--- config.mk ---
export PLATFORM = sky130hd
export DESIGN_NAME = sens_io_top
export DESIGN_NICKNAME = d
export VERILOG_FILES = /design/src/source/sens_io_pkg.sv /design/src/source/sens_io_top.sv /design/src/source/sens_ext_clk.sv /design/src/source/sens_pin_mux.sv /design/src/source/sens_jtag_regs.sv /design/src/source/sens_ctrl_regs.sv /design/src/source/sens_cmd_deser.sv
export SDC_FILE = /design/constraint.sdc
export NUM_CORES = 1
export LEC_CHECK = 0
export ABC_AREA = 1
export BUFFER_PORTS_ARGS = -buffer_cell sky130_fd_sc_hd__buf_2
export CORE_MARGIN = 4
export CORE_UTILIZATION = 53
export CTS_CLUSTER_SIZE = 20
export DETAILED_ROUTE_END_ITERATION = 7
export PLACE_DENSITY = 0.84
export REMOVE_ABC_BUFFERS = 1
export SLEW_MARGIN = 20
export SYNTH_ARGS = -nofsm -noshare
export SYNTH_HDL_FRONTEND = slang
export SYNTH_SLANG_ARGS = --single-unit
--- constraint.sdc ---
create_clock -name mclk -period 2.9 [get_ports mclk]
set_input_delay 0.29 -clock mclk [delete_from_list [all_inputs] [get_ports mclk]]
set_output_delay 0.29 -clock mclk [all_outputs]
set_load 0.05 [all_outputs]
--- src/source/sens_io_pkg.sv ---
// shared encodings for the sensor slow-control port, field layouts assume 32-bit command data

package sens_io_pkg;

    // local register addresses, low 3 bits of the command address
    localparam logic [2:0] SENSIO_CTRL = 3'h0; // sensor control register
    localparam logic [2:0] SENSIO_JTAG = 3'h2; // external FPGA bit-bang register

    // control word, value bit of each field, enable is one bit up
    localparam int SENS_CTRL_MRST    = 0;  // sensor master reset, active low
    localparam int SENS_CTRL_ARST    = 2;  // analog reset
    localparam int SENS_CTRL_ARO     = 4;  // ARO soft level
    localparam int SENS_CTRL_PLL_RST = 6;  // sensor PLL reset
    localparam int SENS_CTRL_GP0     = 12; // general purpose 0
    localparam int SENS_CTRL_GP1     = 14; // general purpose 1

    // JTAG word, same value/enable pairing
    localparam int SENS_JTAG_TDI   = 0;
    localparam int SENS_JTAG_TMS   = 2;
    localparam int SENS_JTAG_TCK   = 4;
    localparam int SENS_JTAG_PROG  = 6;
    localparam int SENS_JTAG_PGMEN = 8; // program mode enable

    typedef struct packed {
        logic en;  // write enable for this field
        logic val; // new value
    } sens_field_t;

    typedef struct packed {
        logic [31-SENS_CTRL_GP1-2:0]              rsvd_hi;  // unused upper half
        sens_field_t                              gp1;      // 15:14
        sens_field_t                              gp0;      // 13:12
        logic [SENS_CTRL_GP0-SENS_CTRL_PLL_RST-3:0] rsvd_mid; // reserved, 11:8
        sens_field_t                              pll_rst;  // 7:6
        sens_field_t                              aro;      // 5:4
        sens_field_t                              arst;     // 3:2
        sens_field_t                              mrst;     // 1:0
    } sens_ctrl_word_t;

    typedef struct packed {
        logic [31-SENS_JTAG_PGMEN-2:0] rsvd; // unused
        sens_field_t                   pgmen; // 9:8
        sens_field_t                   prog;  // 7:6
        sens_field_t                   tck;   // 5:4
        sens_field_t                   tms;   // 3:2
        sens_field_t                   tdi;   // 1:0
    } sens_jtag_word_t;

    // one data word, read as ctrl or jtag depending on target register
    typedef union packed {
        sens_ctrl_word_t ctrl;
        sens_jtag_word_t jtag;
    } sens_cmd_word_u;

    typedef struct packed {
        logic done; // external FPGA DONE / shutter pin
        logic tdo;  // external FPGA TDO / flash pin
        logic pgm;  // PGM pin level
    } sens_pin_stat_t;

endpackage
--- src/source/sens_io_top.sv ---
// sensor slow control on mclk only, bidirectional PGM pad is built outside from i/o/oe
`timescale 1ns/100ps

module sens_io_top import sens_io_pkg::*; #(
    parameter int unsigned SENSIO_ADDR      = 'h330,
    parameter int unsigned SENSIO_ADDR_MASK = 'h7f8,
    parameter int          PXD_CLK_DIV      = 10     // even
) (
    input  logic           mclk,
    input  logic           async_prst_with_sens_mrst_i,
    input  logic [7:0]     cmd_ad_i,
    input  logic           cmd_stb_i,
    input  logic           trigger_mode_i,
    input  logic           trig_i,
    output logic           sns_mrst_o,
    output logic           sns_ctl_tck_o,
    output logic           sns_arst_tms_o,
    output logic           sns_gp0_tdi_o,
    output logic           sns_gp1_o,
    output logic           sns_pgm_o,
    output logic           sns_pgm_oe_o,
    input  logic           sns_pgm_i,
    input  logic           sns_flash_tdo_i,
    input  logic           sns_shutter_done_i,
    output sens_pin_stat_t status_o,
    output logic           prsts_o,
    output logic           ext_clk_o
);

    logic           cmd_we;
    logic [2:0]     cmd_addr;
    sens_cmd_word_u cmd_data;
    logic           sens_mrst_n, sens_arst, aro_soft, gp0, gp1;
    logic           pgmen, prog, tck, tms, tdi, pgm_force, pgm_sync;

    sens_cmd_deser #(
        .SENSIO_ADDR      (SENSIO_ADDR),
        .SENSIO_ADDR_MASK (SENSIO_ADDR_MASK)
    ) i_cmd_deser (
        .mclk(mclk), .async_prst_with_sens_mrst_i(async_prst_with_sens_mrst_i),
        .cmd_ad_i(cmd_ad_i), .cmd_stb_i(cmd_stb_i),
        .cmd_we_o(cmd_we), .cmd_addr_o(cmd_addr), .cmd_data_o(cmd_data)
    );

    sens_ctrl_regs i_ctrl_regs (
        .mclk(mclk), .async_prst_with_sens_mrst_i(async_prst_with_sens_mrst_i),
        .cmd_we_i(cmd_we), .cmd_addr_i(cmd_addr), .cmd_data_i(cmd_data),
        .sens_mrst_n_o(sens_mrst_n), .sens_arst_o(sens_arst), .aro_soft_o(aro_soft),
        .gp0_o(gp0), .gp1_o(gp1), .prsts_o(prsts_o)
    );

    sens_jtag_regs i_jtag_regs (
        .mclk(mclk), .async_prst_with_sens_mrst_i(async_prst_with_sens_mrst_i),
        .cmd_we_i(cmd_we), .cmd_addr_i(cmd_addr), .cmd_data_i(cmd_data),
        .pgm_sync_i(pgm_sync), .pgmen_o(pgmen), .prog_o(prog), .tck_o(tck),
        .tms_o(tms), .tdi_o(tdi), .pgm_force_o(pgm_force)
    );

    sens_pin_mux i_pin_mux (
        .mclk(mclk), .async_prst_with_sens_mrst_i(async_prst_with_sens_mrst_i),
        .trigger_mode_i(trigger_mode_i), .trig_i(trig_i),
        .sens_mrst_n_i(sens_mrst_n), .sens_arst_i(sens_arst), .aro_soft_i(aro_soft),
        .gp0_i(gp0), .gp1_i(gp1), .pgmen_i(pgmen), .prog_i(prog), .tck_i(tck),
        .tms_i(tms), .tdi_i(tdi), .pgm_force_i(pgm_force),
        .sns_mrst_o(sns_mrst_o), .sns_ctl_tck_o(sns_ctl_tck_o),
        .sns_arst_tms_o(sns_arst_tms_o), .sns_gp0_tdi_o(sns_gp0_tdi_o),
        .sns_gp1_o(sns_gp1_o), .sns_pgm_o(sns_pgm_o), .sns_pgm_oe_o(sns_pgm_oe_o),
        .sns_pgm_i(sns_pgm_i), .sns_flash_tdo_i(sns_flash_tdo_i),
        .sns_shutter_done_i(sns_shutter_done_i),
        .pgm_sync_o(pgm_sync), .status_o(status_o)
    );

    sens_ext_clk #(
        .PXD_CLK_DIV (PXD_CLK_DIV)
    ) i_ext_clk (
        .mclk(mclk), .async_prst_with_sens_mrst_i(async_prst_with_sens_mrst_i),
        .ext_clk_o(ext_clk_o)
    );

endmodule

--- src/source/sens_ext_clk.sv ---
// reference clock for the sensor PLL, PXD_CLK_DIV must be even and at least 2
`timescale 1ns/100ps

module sens_ext_clk #(
    parameter int PXD_CLK_DIV = 10 // mclk cycles per output period
) (
    input  logic mclk,
    input  logic async_prst_with_sens_mrst_i,
    output logic ext_clk_o
);

    localparam int HALF  = PXD_CLK_DIV / 2;
    localparam int CNT_W = (HALF > 1) ? $clog2(HALF) : 1;

    logic [CNT_W-1:0] half_cnt; // counts down one half period

    always_ff @(posedge mclk or posedge async_prst_with_sens_mrst_i) begin
        if (async_prst_with_sens_mrst_i) begin
            half_cnt  <= CNT_W'(HALF - 1);
            ext_clk_o <= 1'b0;
        end else if (half_cnt == '0) begin
            half_cnt  <= CNT_W'(HALF - 1); // reload
            ext_clk_o <= !ext_clk_o;       // 50 percent duty
        end else begin
            half_cnt  <= half_cnt - 1'b1;
        end
    end

endmodule

--- src/source/sens_pin_mux.sv ---
// all sensor pin outputs registered, inputs through 2-flop synchronizers, PGM split into i/o/oe
`timescale 1ns/100ps

module sens_pin_mux import sens_io_pkg::*; (
    input  logic           mclk,
    input  logic           async_prst_with_sens_mrst_i,
    input  logic           trigger_mode_i,  // 1 = triggered, 0 = free running
    input  logic           trig_i,          // per-sensor trigger
    input  logic           sens_mrst_n_i,
    input  logic           sens_arst_i,
    input  logic           aro_soft_i,
    input  logic           gp0_i,
    input  logic           gp1_i,
    input  logic           pgmen_i,
    input  logic           prog_i,
    input  logic           tck_i,
    input  logic           tms_i,
    input  logic           tdi_i,
    input  logic           pgm_force_i,
    output logic           sns_mrst_o,
    output logic           sns_ctl_tck_o,   // ARO or TCK
    output logic           sns_arst_tms_o,  // ARST or TMS
    output logic           sns_gp0_tdi_o,   // GP0 or TDI
    output logic           sns_gp1_o,
    output logic           sns_pgm_o,
    output logic           sns_pgm_oe_o,
    input  logic           sns_pgm_i,
    input  logic           sns_flash_tdo_i,
    input  logic           sns_shutter_done_i,
    output logic           pgm_sync_o,      // to the probe
    output sens_pin_stat_t status_o
);

    logic           aro;       // ARO source before the pin flop
    sens_pin_stat_t pin_meta;  // first synchronizer stage

    assign aro        = trigger_mode_i ? !trig_i : aro_soft_i;
    assign pgm_sync_o = status_o.pgm;

    always_ff @(posedge mclk or posedge async_prst_with_sens_mrst_i) begin
        if (async_prst_with_sens_mrst_i) begin
            sns_mrst_o     <= 1'b0;
            sns_ctl_tck_o  <= 1'b0;
            sns_arst_tms_o <= 1'b0;
            sns_gp0_tdi_o  <= 1'b0;
            sns_gp1_o      <= 1'b0;
            sns_pgm_o      <= 1'b0;
            sns_pgm_oe_o   <= 1'b0; // pin released
        end else begin
            sns_mrst_o     <= sens_mrst_n_i;
            sns_ctl_tck_o  <= pgmen_i ? tck_i : aro;
            sns_arst_tms_o <= pgmen_i ? tms_i : sens_arst_i;
            sns_gp0_tdi_o  <= pgmen_i ? tdi_i : gp0_i;
            sns_gp1_o      <= gp1_i;
            sns_pgm_o      <= pgmen_i ? !prog_i : pgm_force_i; // PROG_B is inverted
            sns_pgm_oe_o   <= pgmen_i || pgm_force_i;
        end
    end

    always_ff @(posedge mclk or posedge async_prst_with_sens_mrst_i) begin
        if (async_prst_with_sens_mrst_i) begin
            pin_meta <= '0;
            status_o <= '0;
        end else begin
            pin_meta <= '{done: sns_shutter_done_i, tdo: sns_flash_tdo_i, pgm: sns_pgm_i};
            status_o <= pin_meta; // second stage
        end
    end

endmodule

--- src/source/sens_jtag_regs.sv ---
// external FPGA bit-bang register, PGM probe samples the synchronized pin when pgmen drops
`timescale 1ns/100ps

module sens_jtag_regs import sens_io_pkg::*; (
    input  logic           mclk,
    input  logic           async_prst_with_sens_mrst_i,
    input  logic           cmd_we_i,
    input  logic [2:0]     cmd_addr_i,
    input  sens_cmd_word_u cmd_data_i,
    input  logic           pgm_sync_i,  // PGM pin, already synchronized
    output logic           pgmen_o,     // program mode
    output logic           prog_o,      // PROG_B to external FPGA
    output logic           tck_o,
    output logic           tms_o,
    output logic           tdi_o,
    output logic           pgm_force_o  // probed PGM level
);

    sens_jtag_word_t wd;
    logic            set_jtag;
    logic [1:0]      pgmen_d;  // two samples of pgmen

    assign wd       = cmd_data_i.jtag;                            // jtag view of the word
    assign set_jtag = cmd_we_i && (cmd_addr_i == SENSIO_JTAG);

    always_ff @(posedge mclk or posedge async_prst_with_sens_mrst_i) begin
        if (async_prst_with_sens_mrst_i) begin
            pgmen_o <= 1'b0;
            prog_o  <= 1'b0;
            tck_o   <= 1'b0;
            tms_o   <= 1'b0;
            tdi_o   <= 1'b0;
        end else if (set_jtag) begin
            if (wd.pgmen.en) pgmen_o <= wd.pgmen.val;
            if (wd.prog.en)  prog_o  <= wd.prog.val;
            if (wd.tck.en)   tck_o   <= wd.tck.val;
            if (wd.tms.en)   tms_o   <= wd.tms.val;
            if (wd.tdi.en)   tdi_o   <= wd.tdi.val;
        end
    end

    // probe, pin state right after leaving program mode is kept driven
    always_ff @(posedge mclk or posedge async_prst_with_sens_mrst_i) begin
        if (async_prst_with_sens_mrst_i) begin
            pgmen_d     <= 2'b00;
            pgm_force_o <= 1'b0;
        end else begin
            pgmen_d <= {pgmen_d[0], pgmen_o};
            if (pgmen_d == 2'b10) pgm_force_o <= pgm_sync_i; // falling edge of delayed pgmen
        end
    end

endmodule

--- src/source/sens_ctrl_regs.sv ---
// sensor control fields, each written only under its enable bit, prsts_o stretched by 2 mclk
`timescale 1ns/100ps

module sens_ctrl_regs import sens_io_pkg::*; (
    input  logic           mclk,
    input  logic           async_prst_with_sens_mrst_i,
    input  logic           cmd_we_i,
    input  logic [2:0]     cmd_addr_i,
    input  sens_cmd_word_u cmd_data_i,
    output logic           sens_mrst_n_o, // sensor master reset, active low
    output logic           sens_arst_o,   // analog reset
    output logic           aro_soft_o,    // software ARO level
    output logic           gp0_o,
    output logic           gp1_o,
    output logic           prsts_o        // sensor side reset, stretched
);

    sens_ctrl_word_t wd;
    logic            set_ctrl;
    logic            pll_rst;   // sensor PLL reset, internal only
    logic            rst_cause; // either reset active
    logic [1:0]      stretch;

    assign wd        = cmd_data_i.ctrl;                            // ctrl view of the word
    assign set_ctrl  = cmd_we_i && (cmd_addr_i == SENSIO_CTRL);
    assign rst_cause = !sens_mrst_n_o || pll_rst;
    assign prsts_o   = stretch[0];

    always_ff @(posedge mclk or posedge async_prst_with_sens_mrst_i) begin
        if (async_prst_with_sens_mrst_i) begin
            sens_mrst_n_o <= 1'b0; // sensor held in reset
            sens_arst_o   <= 1'b0;
            aro_soft_o    <= 1'b0;
            pll_rst       <= 1'b0;
            gp0_o         <= 1'b0;
            gp1_o         <= 1'b0;
        end else if (set_ctrl) begin
            if (wd.mrst.en)    sens_mrst_n_o <= wd.mrst.val;
            if (wd.arst.en)    sens_arst_o   <= wd.arst.val;
            if (wd.aro.en)     aro_soft_o    <= wd.aro.val;    // own enable bit
            if (wd.pll_rst.en) pll_rst       <= wd.pll_rst.val;
            if (wd.gp0.en)     gp0_o         <= wd.gp0.val;
            if (wd.gp1.en)     gp1_o         <= wd.gp1.val;
        end
    end

    // reload on cause, then drain one bit per clock
    always_ff @(posedge mclk or posedge async_prst_with_sens_mrst_i) begin
        if (async_prst_with_sens_mrst_i) begin
            stretch <= 2'b11;
        end else if (rst_cause) begin
            stretch <= 2'b11;
        end else begin
            stretch <= stretch >> 1; // low 2 edges after cause clears
        end
    end

endmodule

--- src/source/sens_cmd_deser.sv ---
// six-byte command (AL AH D0 D1 D2 D3), no back-pressure, new strobe restarts a command
`timescale 1ns/100ps

module sens_cmd_deser import sens_io_pkg::*; #(
    parameter int unsigned SENSIO_ADDR      = 'h330, // base address
    parameter int unsigned SENSIO_ADDR_MASK = 'h7f8  // bits compared
) (
    input  logic           mclk,
    input  logic           async_prst_with_sens_mrst_i,
    input  logic [7:0]     cmd_ad_i,    // byte-serial address/data
    input  logic           cmd_stb_i,   // with first byte
    output logic           cmd_we_o,    // one-cycle write pulse
    output logic [2:0]     cmd_addr_o,  // local register address
    output sens_cmd_word_u cmd_data_o   // payload, both views
);

    localparam logic [15:0] ADDR_MASK  = 16'(SENSIO_ADDR_MASK);
    localparam logic [15:0] ADDR_MATCH = 16'(SENSIO_ADDR & SENSIO_ADDR_MASK);

    logic [47:0] sr;        // bytes enter at the top, AL ends up lowest
    logic [2:0]  byte_cnt;  // bytes taken so far
    logic        busy;      // inside a command
    logic        last;      // sixth byte just sampled
    logic        addr_hit;

    assign addr_hit = (sr[15:0] & ADDR_MASK) == ADDR_MATCH; // masked compare

    always_ff @(posedge mclk or posedge async_prst_with_sens_mrst_i) begin
        if (async_prst_with_sens_mrst_i) begin
            sr         <= '0;
            byte_cnt   <= '0;
            busy       <= 1'b0;
            last       <= 1'b0;
            cmd_we_o   <= 1'b0;
            cmd_addr_o <= '0;
            cmd_data_o <= '0;
        end else begin
            if (cmd_stb_i || busy) sr <= {cmd_ad_i, sr[47:8]}; // shift in
            if (cmd_stb_i) begin
                busy     <= 1'b1;   // restart on any strobe
                byte_cnt <= 3'd1;
            end else if (busy) begin
                byte_cnt <= byte_cnt + 3'd1;
                if (byte_cnt == 3'd5) busy <= 1'b0; // sixth byte now
            end
            last     <= busy && !cmd_stb_i && (byte_cnt == 3'd5);
            cmd_we_o <= last && addr_hit; // only our address block
            if (last) begin
                cmd_addr_o <= sr[2:0];   // local address
                cmd_data_o <= sr[47:16]; // held past a back-to-back strobe
            end
        end
    end

endmodule

Word level (Yosys, flattened, before mapping)

Index checks and enable logic that the tools add are counted.

Add/sub/neg operators: 2
Equal/unequal tests: 4
Multiplexer cells: 12
Reduce and logical (&&, ||, !) cells: 27

Operators by type and width:

| cell                | count |
|---|---|
| $reduce_and 2->1    | 11 |
| $mux 3              | 3 |
| $eq 8x7->1 const B  | 1 |
| $mux 1              | 8 |
| $logic_not 3->1     | 2 |
| $logic_and 1x1->1   | 5 |
| $logic_not 1->1     | 5 |
| $add 3x1->3 const B | 1 |
| $eq 3x2->1 const B  | 1 |
| $eq 3x3->1 const B  | 1 |
| $logic_or 1x1->1    | 3 |
| $sub 3x1->3 const B | 1 |
| $eq 2x2->1 const B  | 1 |
| $mux 2              | 1 |
| $reduce_bool 2->1   | 1 |

Register bits after elaboration: 106
Input bits: 16
Output and inout port bits: 12
Word-level logic and storage cells: 81

Logic depth before layout (Yosys ltp)

Gate-level depths: netlist of the first run.

Depth after elaboration: 4
Depth in mapped cells: 6
Mapped depth without buffers: 5

By module

From an unflattened synthesis of the first run, not the netlist that was laid out.

Cells, all modules: 491
Area total of the unflattened synthesis: 4718.3 µm²

Modules (own cells, without submodules):

| module         | instances | cells an instance | area each (µm²) | seq. area each (µm²) |
|---|---|---|---|---|
| sens_cmd_deser | 1         | 367               | 3440.8          | 2227.1 |
| sens_pin_mux   | 1         | 32                | 414.1           | 325.3 |
| sens_ctrl_regs | 1         | 41                | 371.6           | 202.7 |
| sens_jtag_regs | 1         | 37                | 336.6           | 200.2 |
| sens_ext_clk   | 1         | 14                | 155.1           | 101.3 |

Least setup slack after synthesis of the first run

Ideal clock, no wire load.

Path kind: reg2reg
From: reg i_cmd_deser.busy
To: reg i_cmd_deser.sr[18]
Library setup time: 119 ps
Data arrival time: 889 ps
Data required time: 2781 ps
Slack: 1892 ps
Stages on the path, launching flop included: 6
Buffers on the path: 1
Period minus slack after synthesis: 1008 ps
Path through: dfrtp_1 > nor2_4 > inv_2 > buf_4 > nand2_1 > o21ai_2

Longest elaborated chain between the ends: 1

Ends and longest elaborated chain:

| item                   | line                 | text |
|---|---|---|
| start, declared        | sens_cmd_deser.sv:22 | `logic busy;` |
| start signal, assigned | sens_cmd_deser.sv:32 | `busy <= 1'b0;` |
| start signal, assigned | sens_cmd_deser.sv:40 | `busy <= 1'b1;` |
| start signal, assigned | sens_cmd_deser.sv:44 | `if (byte_cnt == 3'd5) busy <= 1'b0;` |
| $logic_or 1x1->1       | sens_cmd_deser.sv:38 | `if (cmd_stb_i \|\| busy) sr <= {cmd_ad_i, sr[47:8]};` |
| end signal, assigned   | sens_cmd_deser.sv:38 |  |
| end, declared          | sens_cmd_deser.sv:20 | `logic [47:0] sr;` |

Every way passes these cells.
A chain may end at the register's enable or synchronous reset.

Worst setup path after layout of the first run

From: reg i_cmd_deser.busy
To: reg i_cmd_deser.sr[38]

The elaborated chain is that of the path after synthesis.

==> flow_summary.ini, run 1 <==
[run_status]
run_status = completed

[critical_path]
cp_max_fo = 42
startpoint_type = flip-flop
worstSetupEndpointType = flip-flop
path_class = flip-flop to flip-flop
crit_arrival_ns = 1.99
required_ns = 3.13

[place]
dpl_worst_slack_ns = 1.148
gp_congestion = 0.7608
io_buffers = 27
placed_area_um2 = 4209
dpl.hpwl_um = 4125

[clock_network]
clkSinkCount = 104
cts_tree = built
cts-root-buf = clkbuf_8
clock_path_buffers = 2
clk_pin_slew_ns = 0.09
clock_latency_ns = 0.36
cts_resized = 0
postCtsSetupBuffers = 0
ctsHoldBuffers = 0
cts-buffers-inserted = 9
htreeDepth = 3

[sta]
slew_viol_final = 0
fin_ws_ns = 1.141
setup_viol = 0
hold_violations = 0
fin_skew_ns = 0.008830
rsz0062_at_grt = no
fin_crit_ns = 1.759
worst-slew-pin-transition_ns = 0.7952
relSlewSlack_pct = 46.91
max_freq_ghz = 0.5685
hold_ws_ns = 0.02757
post-route-period-util_pct = 60.66

[route]
vias = 2527
top_layer_used = met4
wl_per_cell_um = 11.80
wl_um = 6135
drc_errors = 0
drtIter0Drc = 117
dr.pass1.iters = 4
wl_met3_um = 268
dr_wl_met2_um = 2845
met1_length_um = 2896
drtAntennaViolNets = 0
viasPerCell = 4.860

[layout]
n_antenna_cell = 0
regArea_um2 = 2606
postLayoutCellArea_um2 = 4393
fillers = 631
num-nets-final = 434
multi_input_area_um2 = 1167
final_util_pct = 59.61
syn_to_final_growth_pct = 7.997
drive_gt1_share_pct = 19.48

[synthesis]
synthSimpleGateAreaFrac_pct = 16.98
synth_fa_ha_area_share_pct = 0.6152
netlist_instances = 392
synth_top_family_by_area = simple AND/OR/NAND/NOR gates
synth_area_per_cell_um2 = 10.38
synth.mux.area_fraction_pct = 0
ys_ff_latch = 104
synthDistinctLibCells = 30
yosysWarnings = 0
synth_xor_area_share_pct = 0.4306
yosysSeqAreaShare_pct = 64.07
synth-compound-area-share_pct = 10.67
syn_area_um2 = 4068

[global_routing]
grt_remaining_overflow = 0
grt_pass1_vias = 2444
antenna_found_initial = 0
track_usage_pct = 15.70
grt_pass1_wl_um = 11100
grt_max_degree = 57

[floorplanning]
die_x_um = 95.61
rows = 31
fp.coreArea_um2 = 7370
ios = 28
die_y_um = 95.61
dieArea_um2 = 9140
initial_core_util_pct = 55.20

[power]
p_leak_nw = 2.183
power_density_nw_per_um2 = 788.4
ir_drop_v = 0.0003285

[worst_hold_path]
hold_class = primary input to asynchronous set/reset pin

[run]
cap_viol_max_count = 0
-- per-layer routing --
layer,track usage [%],vias to the layer above
met5,0,-
met2,24.20,42
met4,6.754,0
met3,3.631,13
li1,-,1289
met1,21.38,1183
-- worst max-delay path, cell delays in order, from the launching register on --
cell and delay [ns]:
dfrtp_1 0.44, nor2_4 0.46, inv_2 0.47, nand2_1 0.19, o21ai_2 0.07
-- synth_stat cells, drive strengths merged --
cell | count | area (um2)
o22ai | 1 | 12.51
dfrtp | 101 | 2527
clkinv | 1 | 3.750
nand3 | 14 | 70.07
a21oi | 3 | 15.01
nand2 | 131 | 494.2
buf | 14 | 140.1
nor2 | 11 | 51.30
xor2 | 1 | 8.760
ha | 2 | 25.02
or2 | 1 | 6.260
xnor2 | 1 | 8.760
a21boi | 1 | 7.510
clkbuf | 3 | 15.02
dfstp | 3 | 78.83
a31oi | 1 | 21.27
inv | 36 | 135.1
nand4 | 11 | 68.82
o21ai | 56 | 377.9
-- sequential cells by signal, summed over array words and instances, names as in the netlist, 2 cells and up --
name	flops
i_cmd_deser.sr	48
i_cmd_deser.cmd_data_o	14
i_cmd_deser.byte_cnt	3
i_cmd_deser.cmd_addr_o	3
i_ext_clk.half_cnt	3
i_pin_mux.pin_meta	3
i_ctrl_regs.stretch	2
i_jtag_regs.pgmen_d	2
i_pin_mux.status_o	2
-- report_power, final --
group	leakage (nW)	total (mW)	internal, mW	switching [mW]
Clock	0.0886	0.823	0.359	0.463
Combinational	0.807	0.633	0.224	0.408
Sequential	1.29	2.01	1.79	0.214
Total	2.18	3.46	2.38	1.09
-- through the flow --
| step | setup TNS [ns] | instances | power [mW] |
|---|---|---|---|
| 6_report | 0 | 520 | 3.463 |
| 5_1_grt | 0 | 520 | 3.703 |
| 4_1_cts | 0 | 520 | 3.502 |
| 3_5_place_dp | 0 | 504 | 2.680 |
| 3_3_place_gp | 0 | 504 | 2.629 |
| 2_1_floorplan | -11.84 | 375 | 2.495 |
-- area by class of cell --
cell class / instances / share of cell area [%]
clock inverters: 4 / 0.6551
flip-flops and latches: 104 / 59.33
well taps: 99 / 2.820
repair buffers: 30 / 3.874
clock buffers: 12 / 3.532
multi-input cells: 234 / 26.57
inverters: 37 / 3.218
-- cells in the final DEF (no fill, tap or decap), types with 2 or more instances in the layout --
cell | netlist | routed
ha_1 | 2 | 2
a21oi_1 | 3 | 3
dfstp_2 | 3 | 3
clkbuf_8 | 0 | 11
dfrtp_1 | 101 | 101
inv_1 | 35 | 34
o21ai_1 | 5 | 5
nand4_1 | 11 | 11
clkinvlp_4 | 0 | 2
nand3_1 | 14 | 14
nor2_1 | 9 | 9
nand2_1 | 130 | 130
o21ai_0 | 25 | 25
o21ai_2 | 26 | 26
buf_2 | 3 | 27
buf_4 | 5 | 2
-- kinds of logic (layout without fill, tap and decap cells) --
group | count (synthesis) | after routing
flip-flops | 104 | 104
buffers and inverters | 54 | 83
adder cells (fa/ha/maj) | 2 | 2
AND/OR/NAND/NOR | 168 | 168
AO/OA/AOI/OAI | 62 | 62
XOR/XNOR | 2 | 2
-- final timing paths --
path	start	slack, ns	endpoint	cells past startpoint
worst max-delay path	i_cmd_deser.busy	1.14	i_cmd_deser.sr[38]	4
worst min-delay path	async_prst_with_sens_mrst_i	0.03	i_pin_mux.sns_gp0_tdi_o	2
worst max register to register	i_cmd_deser.busy	1.14	i_cmd_deser.sr[38]	4
worst min register to register	i_pin_mux.pin_meta[1]	0.36	i_pin_mux.status_o[1]	0
max in group asynchronous	async_prst_with_sens_mrst_i	2.16	i_ctrl_regs.gp1_o	3
min in group mclk	sns_shutter_done_i	0.03	i_pin_mux.pin_meta[2]	1
Power figures use the tool's default switching activity.
==> run 2, diff against run 1 <==
Settings changed: ABC_AREA 1 to 0, CORE_UTILIZATION 53 to 59, PLACE_DENSITY 0.84 to 0.88.
Clock period 2.9 ns to 1.75 ns, I/O delays scaled along.
==> flow_summary.ini, run 2 <==
[sta]
max_freq_ghz = 0.6643
worst-slew-pin-transition_ns = 0.4848
slew_viol_final = 0
post-route-period-util_pct = 86.02
fin_skew_ns = 0.009530
hold_ws_ns = 0.02644
hold_violations = 0
rsz0062_at_grt = no
relSlewSlack_pct = 67.55
fin_crit_ns = 1.505
setup_viol = 0

[synthesis]
syn_area_um2 = 3926
synth_top_cell_by_area = dfrtp_1
synth_edf_count = 0
synth_top_area_share_pct = 64.37
synthTopCellsByArea = dfrtp_1 64%, mux2_2 17%, mux2_4 5.4%, dfstp_2 2.0%, nand2_1 1.8%
ys_ff_latch = 104
yosysWarnings = 0
synth_most_common_cell = dfrtp_1
yosys-top-cells-count = 101 x dfrtp_1, 58 x mux2_2, 19 x nand2_1, 14 x mux2_4, 6 x buf_2
async_flop_share_pct = 100.0
yosysSeqAreaShare_pct = 66.38
synth_area_per_cell_um2 = 15.96
synthDistinctLibCells = 31
synth_flop_cell = dfrtp_1
netlist_instances = 246

[layout]
n_antenna_cell = 0
largest_reg_flops = 48
syn_to_final_growth_pct = 12.52
num-nets-final = 302
mostFrequentLayoutCells = 101 x dfrtp_1, 58 x mux2_2, 27 x buf_2
drive_gt1_share_pct = 45.33
top_register = i_cmd_deser.sr
final_common_cell = dfrtp_1
top_regs = i_cmd_deser.sr (48), i_cmd_deser.cmd_data_o (14)

[route]
vias = 1962
drc_errors = 0
drtIter0Drc = 114
viasPerCell = 5.361
drtAntennaViolNets = 0
wl_per_cell_um = 15.26
dr.pass1.iters = 4
wl_um = 5584

[clock_network]
cts-buffers-inserted = 9
cts-root-buf = clkbuf_8
clock_path_buffers = 2
postCtsSetupBuffers = 0
clock_latency_ns = 0.37
cts_tree = built
clk_pin_slew_ns = 0.10
htreeDepth = 3
clkSinkCount = 104
cts_resized = 0

[power]
power_mw = 5.857
switchingPower_mw = 1.597
p_leak_nw = 2.037
swShare_pct = 27.27
intPower_mw = 4.260
power_density_nw_per_um2 = 1326
seq_power_share_pct = 57.4
p_clk_share_pct = 26.4
ir_drop_v = 0.0008002
p_comb_share_pct = 16.1

[critical_path]
slowest_stage = nor4b_4
path_class = flip-flop to flip-flop
startpoint_type = flip-flop
r2r-end = i_ctrl_regs.aro_soft_o
worstSetupStartpoint = i_cmd_deser.cmd_addr_o[2]
worstSetupEndpointType = flip-flop
r2r_slack_ns = 0.24
rr_worst_depth = 3
crit_cells = 3
path_cells = nor4b_4 -> nand2_1 -> mux2_4
cp_max_fo = 6
cp_top_family = simple AND/OR/NAND/NOR gates
worst-path-buf-inv = 0
crit_path_end = i_ctrl_regs.aro_soft_o
slowest_delay_ns = 0.52
r2r_start = i_cmd_deser.cmd_addr_o[2]
required_ns = 2.01
crit_arrival_ns = 1.76

[floorplanning]
fp.coreArea_um2 = 6422
ios = 28
dieArea_um2 = 8024
initial_core_util_pct = 61.13
die_y_um = 89.58
die_x_um = 89.58
rows = 29

[global_routing]
grt_pass1_wl_um = 9653
track_usage_pct = 16.27
antenna_found_initial = 0
grt_pass1_vias = 2070
grt_max_degree = 40
grt_remaining_overflow = 0

[place]
gp_congestion = 0.7635
io_buffers = 27
dpl.hpwl_um = 3882

[run]
cap_viol_max_count = 0

[worst_hold_path]
hold_class = primary input to flip-flop
hold_path_startpoint = cmd_ad_i[7]

[run_status]
run_status = completed
## run 2: cell count changes in the layout (fill, tap and decap cells not counted), moves of 4 or more
cell           delta
nand2_1         -111
mux2_2           +58
inv_1            -30
o21ai_2          -26
o21ai_0          -22
mux2_4           +14
nand3_1          -14
nand4_1          -11
mux2_1            +5
o21ai_1           -5
dlygate4sd3_1     +4
nor2_1            -4
## run 2: power by group through the flow
stage | clock [mW] | combinational, mW | sequential (mW)
2_1_floorplan | 0 | 0.745 | 3.30
3_3_place_gp | 0 | 0.896 | 3.37
3_5_place_dp | 0 | 0.950 | 3.41
4_1_cts | 1.58 | 0.964 | 3.37
5_1_grt | 1.69 | 1.04 | 3.44
6_report | 1.55 | 0.945 | 3.36
## run 2: layer usage
layer / vias to the layer above / GRT usage [%] / part of all wire (%)
met3: 12 / 5.201 / 3.4
met4: 0 / 6.495 / 2.0
met2: 29 / 25.73 / 49
met5: - / 0 / 0
met1: 993 / 21.02 / 46
li1: 928 / - / -
## run 2: kinds of logic (layout without fill, tap and decap cells)
family                   Yosys count  after routing  share of synthesized area, %
XOR/XNOR                           4              4                        0.8925
AND/OR/NAND/NOR                   36             36                         5.195
AO/OA/AOI/OAI                      7              7                         1.115
multiplexers                      78             78                         23.68
buffers and inverters             15             58                         2.103
adder cells (fa/ha/maj)            2              2                        0.6372
flip-flops                       104            104                         66.38
## run 2: worst min path at each step
| stage | to | slack, ns | cells after the start |
|---|---|---|---|
| after floorplan | i_pin_mux.pin_meta[0] | 0.21 | 0 |
| after global placement | i_pin_mux.pin_meta[1] | 0.23 | 2 |
| after detailed placement | i_pin_mux.pin_meta[1] | 0.24 | 2 |
| after CTS | i_cmd_deser.sr[47] | 0.01 | 2 |
| after global routing | i_cmd_deser.sr[47] | 0.008 | 2 |
| final | i_cmd_deser.sr[47] | 0.03 | 2 |
## run 2: through the flow
stage / instance area [um2] / cells / setup WS, ns / util (%) / setup TNS [ns]
3_5_place_dp: 4167 / 346 / 0.2519 / 64.87 / 0
2_1_floorplan: 3862 / 236 / -1.152 / - / -119.35
6_report: 4418 / 366 / 0.2446 / 68.79 / 0
4_1_cts: 4418 / 366 / 0.2421 / 68.79 / 0
5_1_grt: 4418 / 366 / 0.1589 / 68.79 / 0
3_3_place_gp: 4167 / 346 / 0.3206 / 64.87 / 0
## run 2: final cells by class
class,count,area [um2]
tap,77,96.34
multi-input combinational,127,1237
fill,424,2004
clock buffer,9,123.9
clock inverter,7,87.58
inverter,5,21.27
timing repair buffer,37,245.2
sequential,104,2606
## run 2: timing repair
item / 4_1_cts / 5_1_grt
hold buffers: 4 / 0
setup endpoints to repair: 0 / 0
hold endpoints to repair: 37 / 0
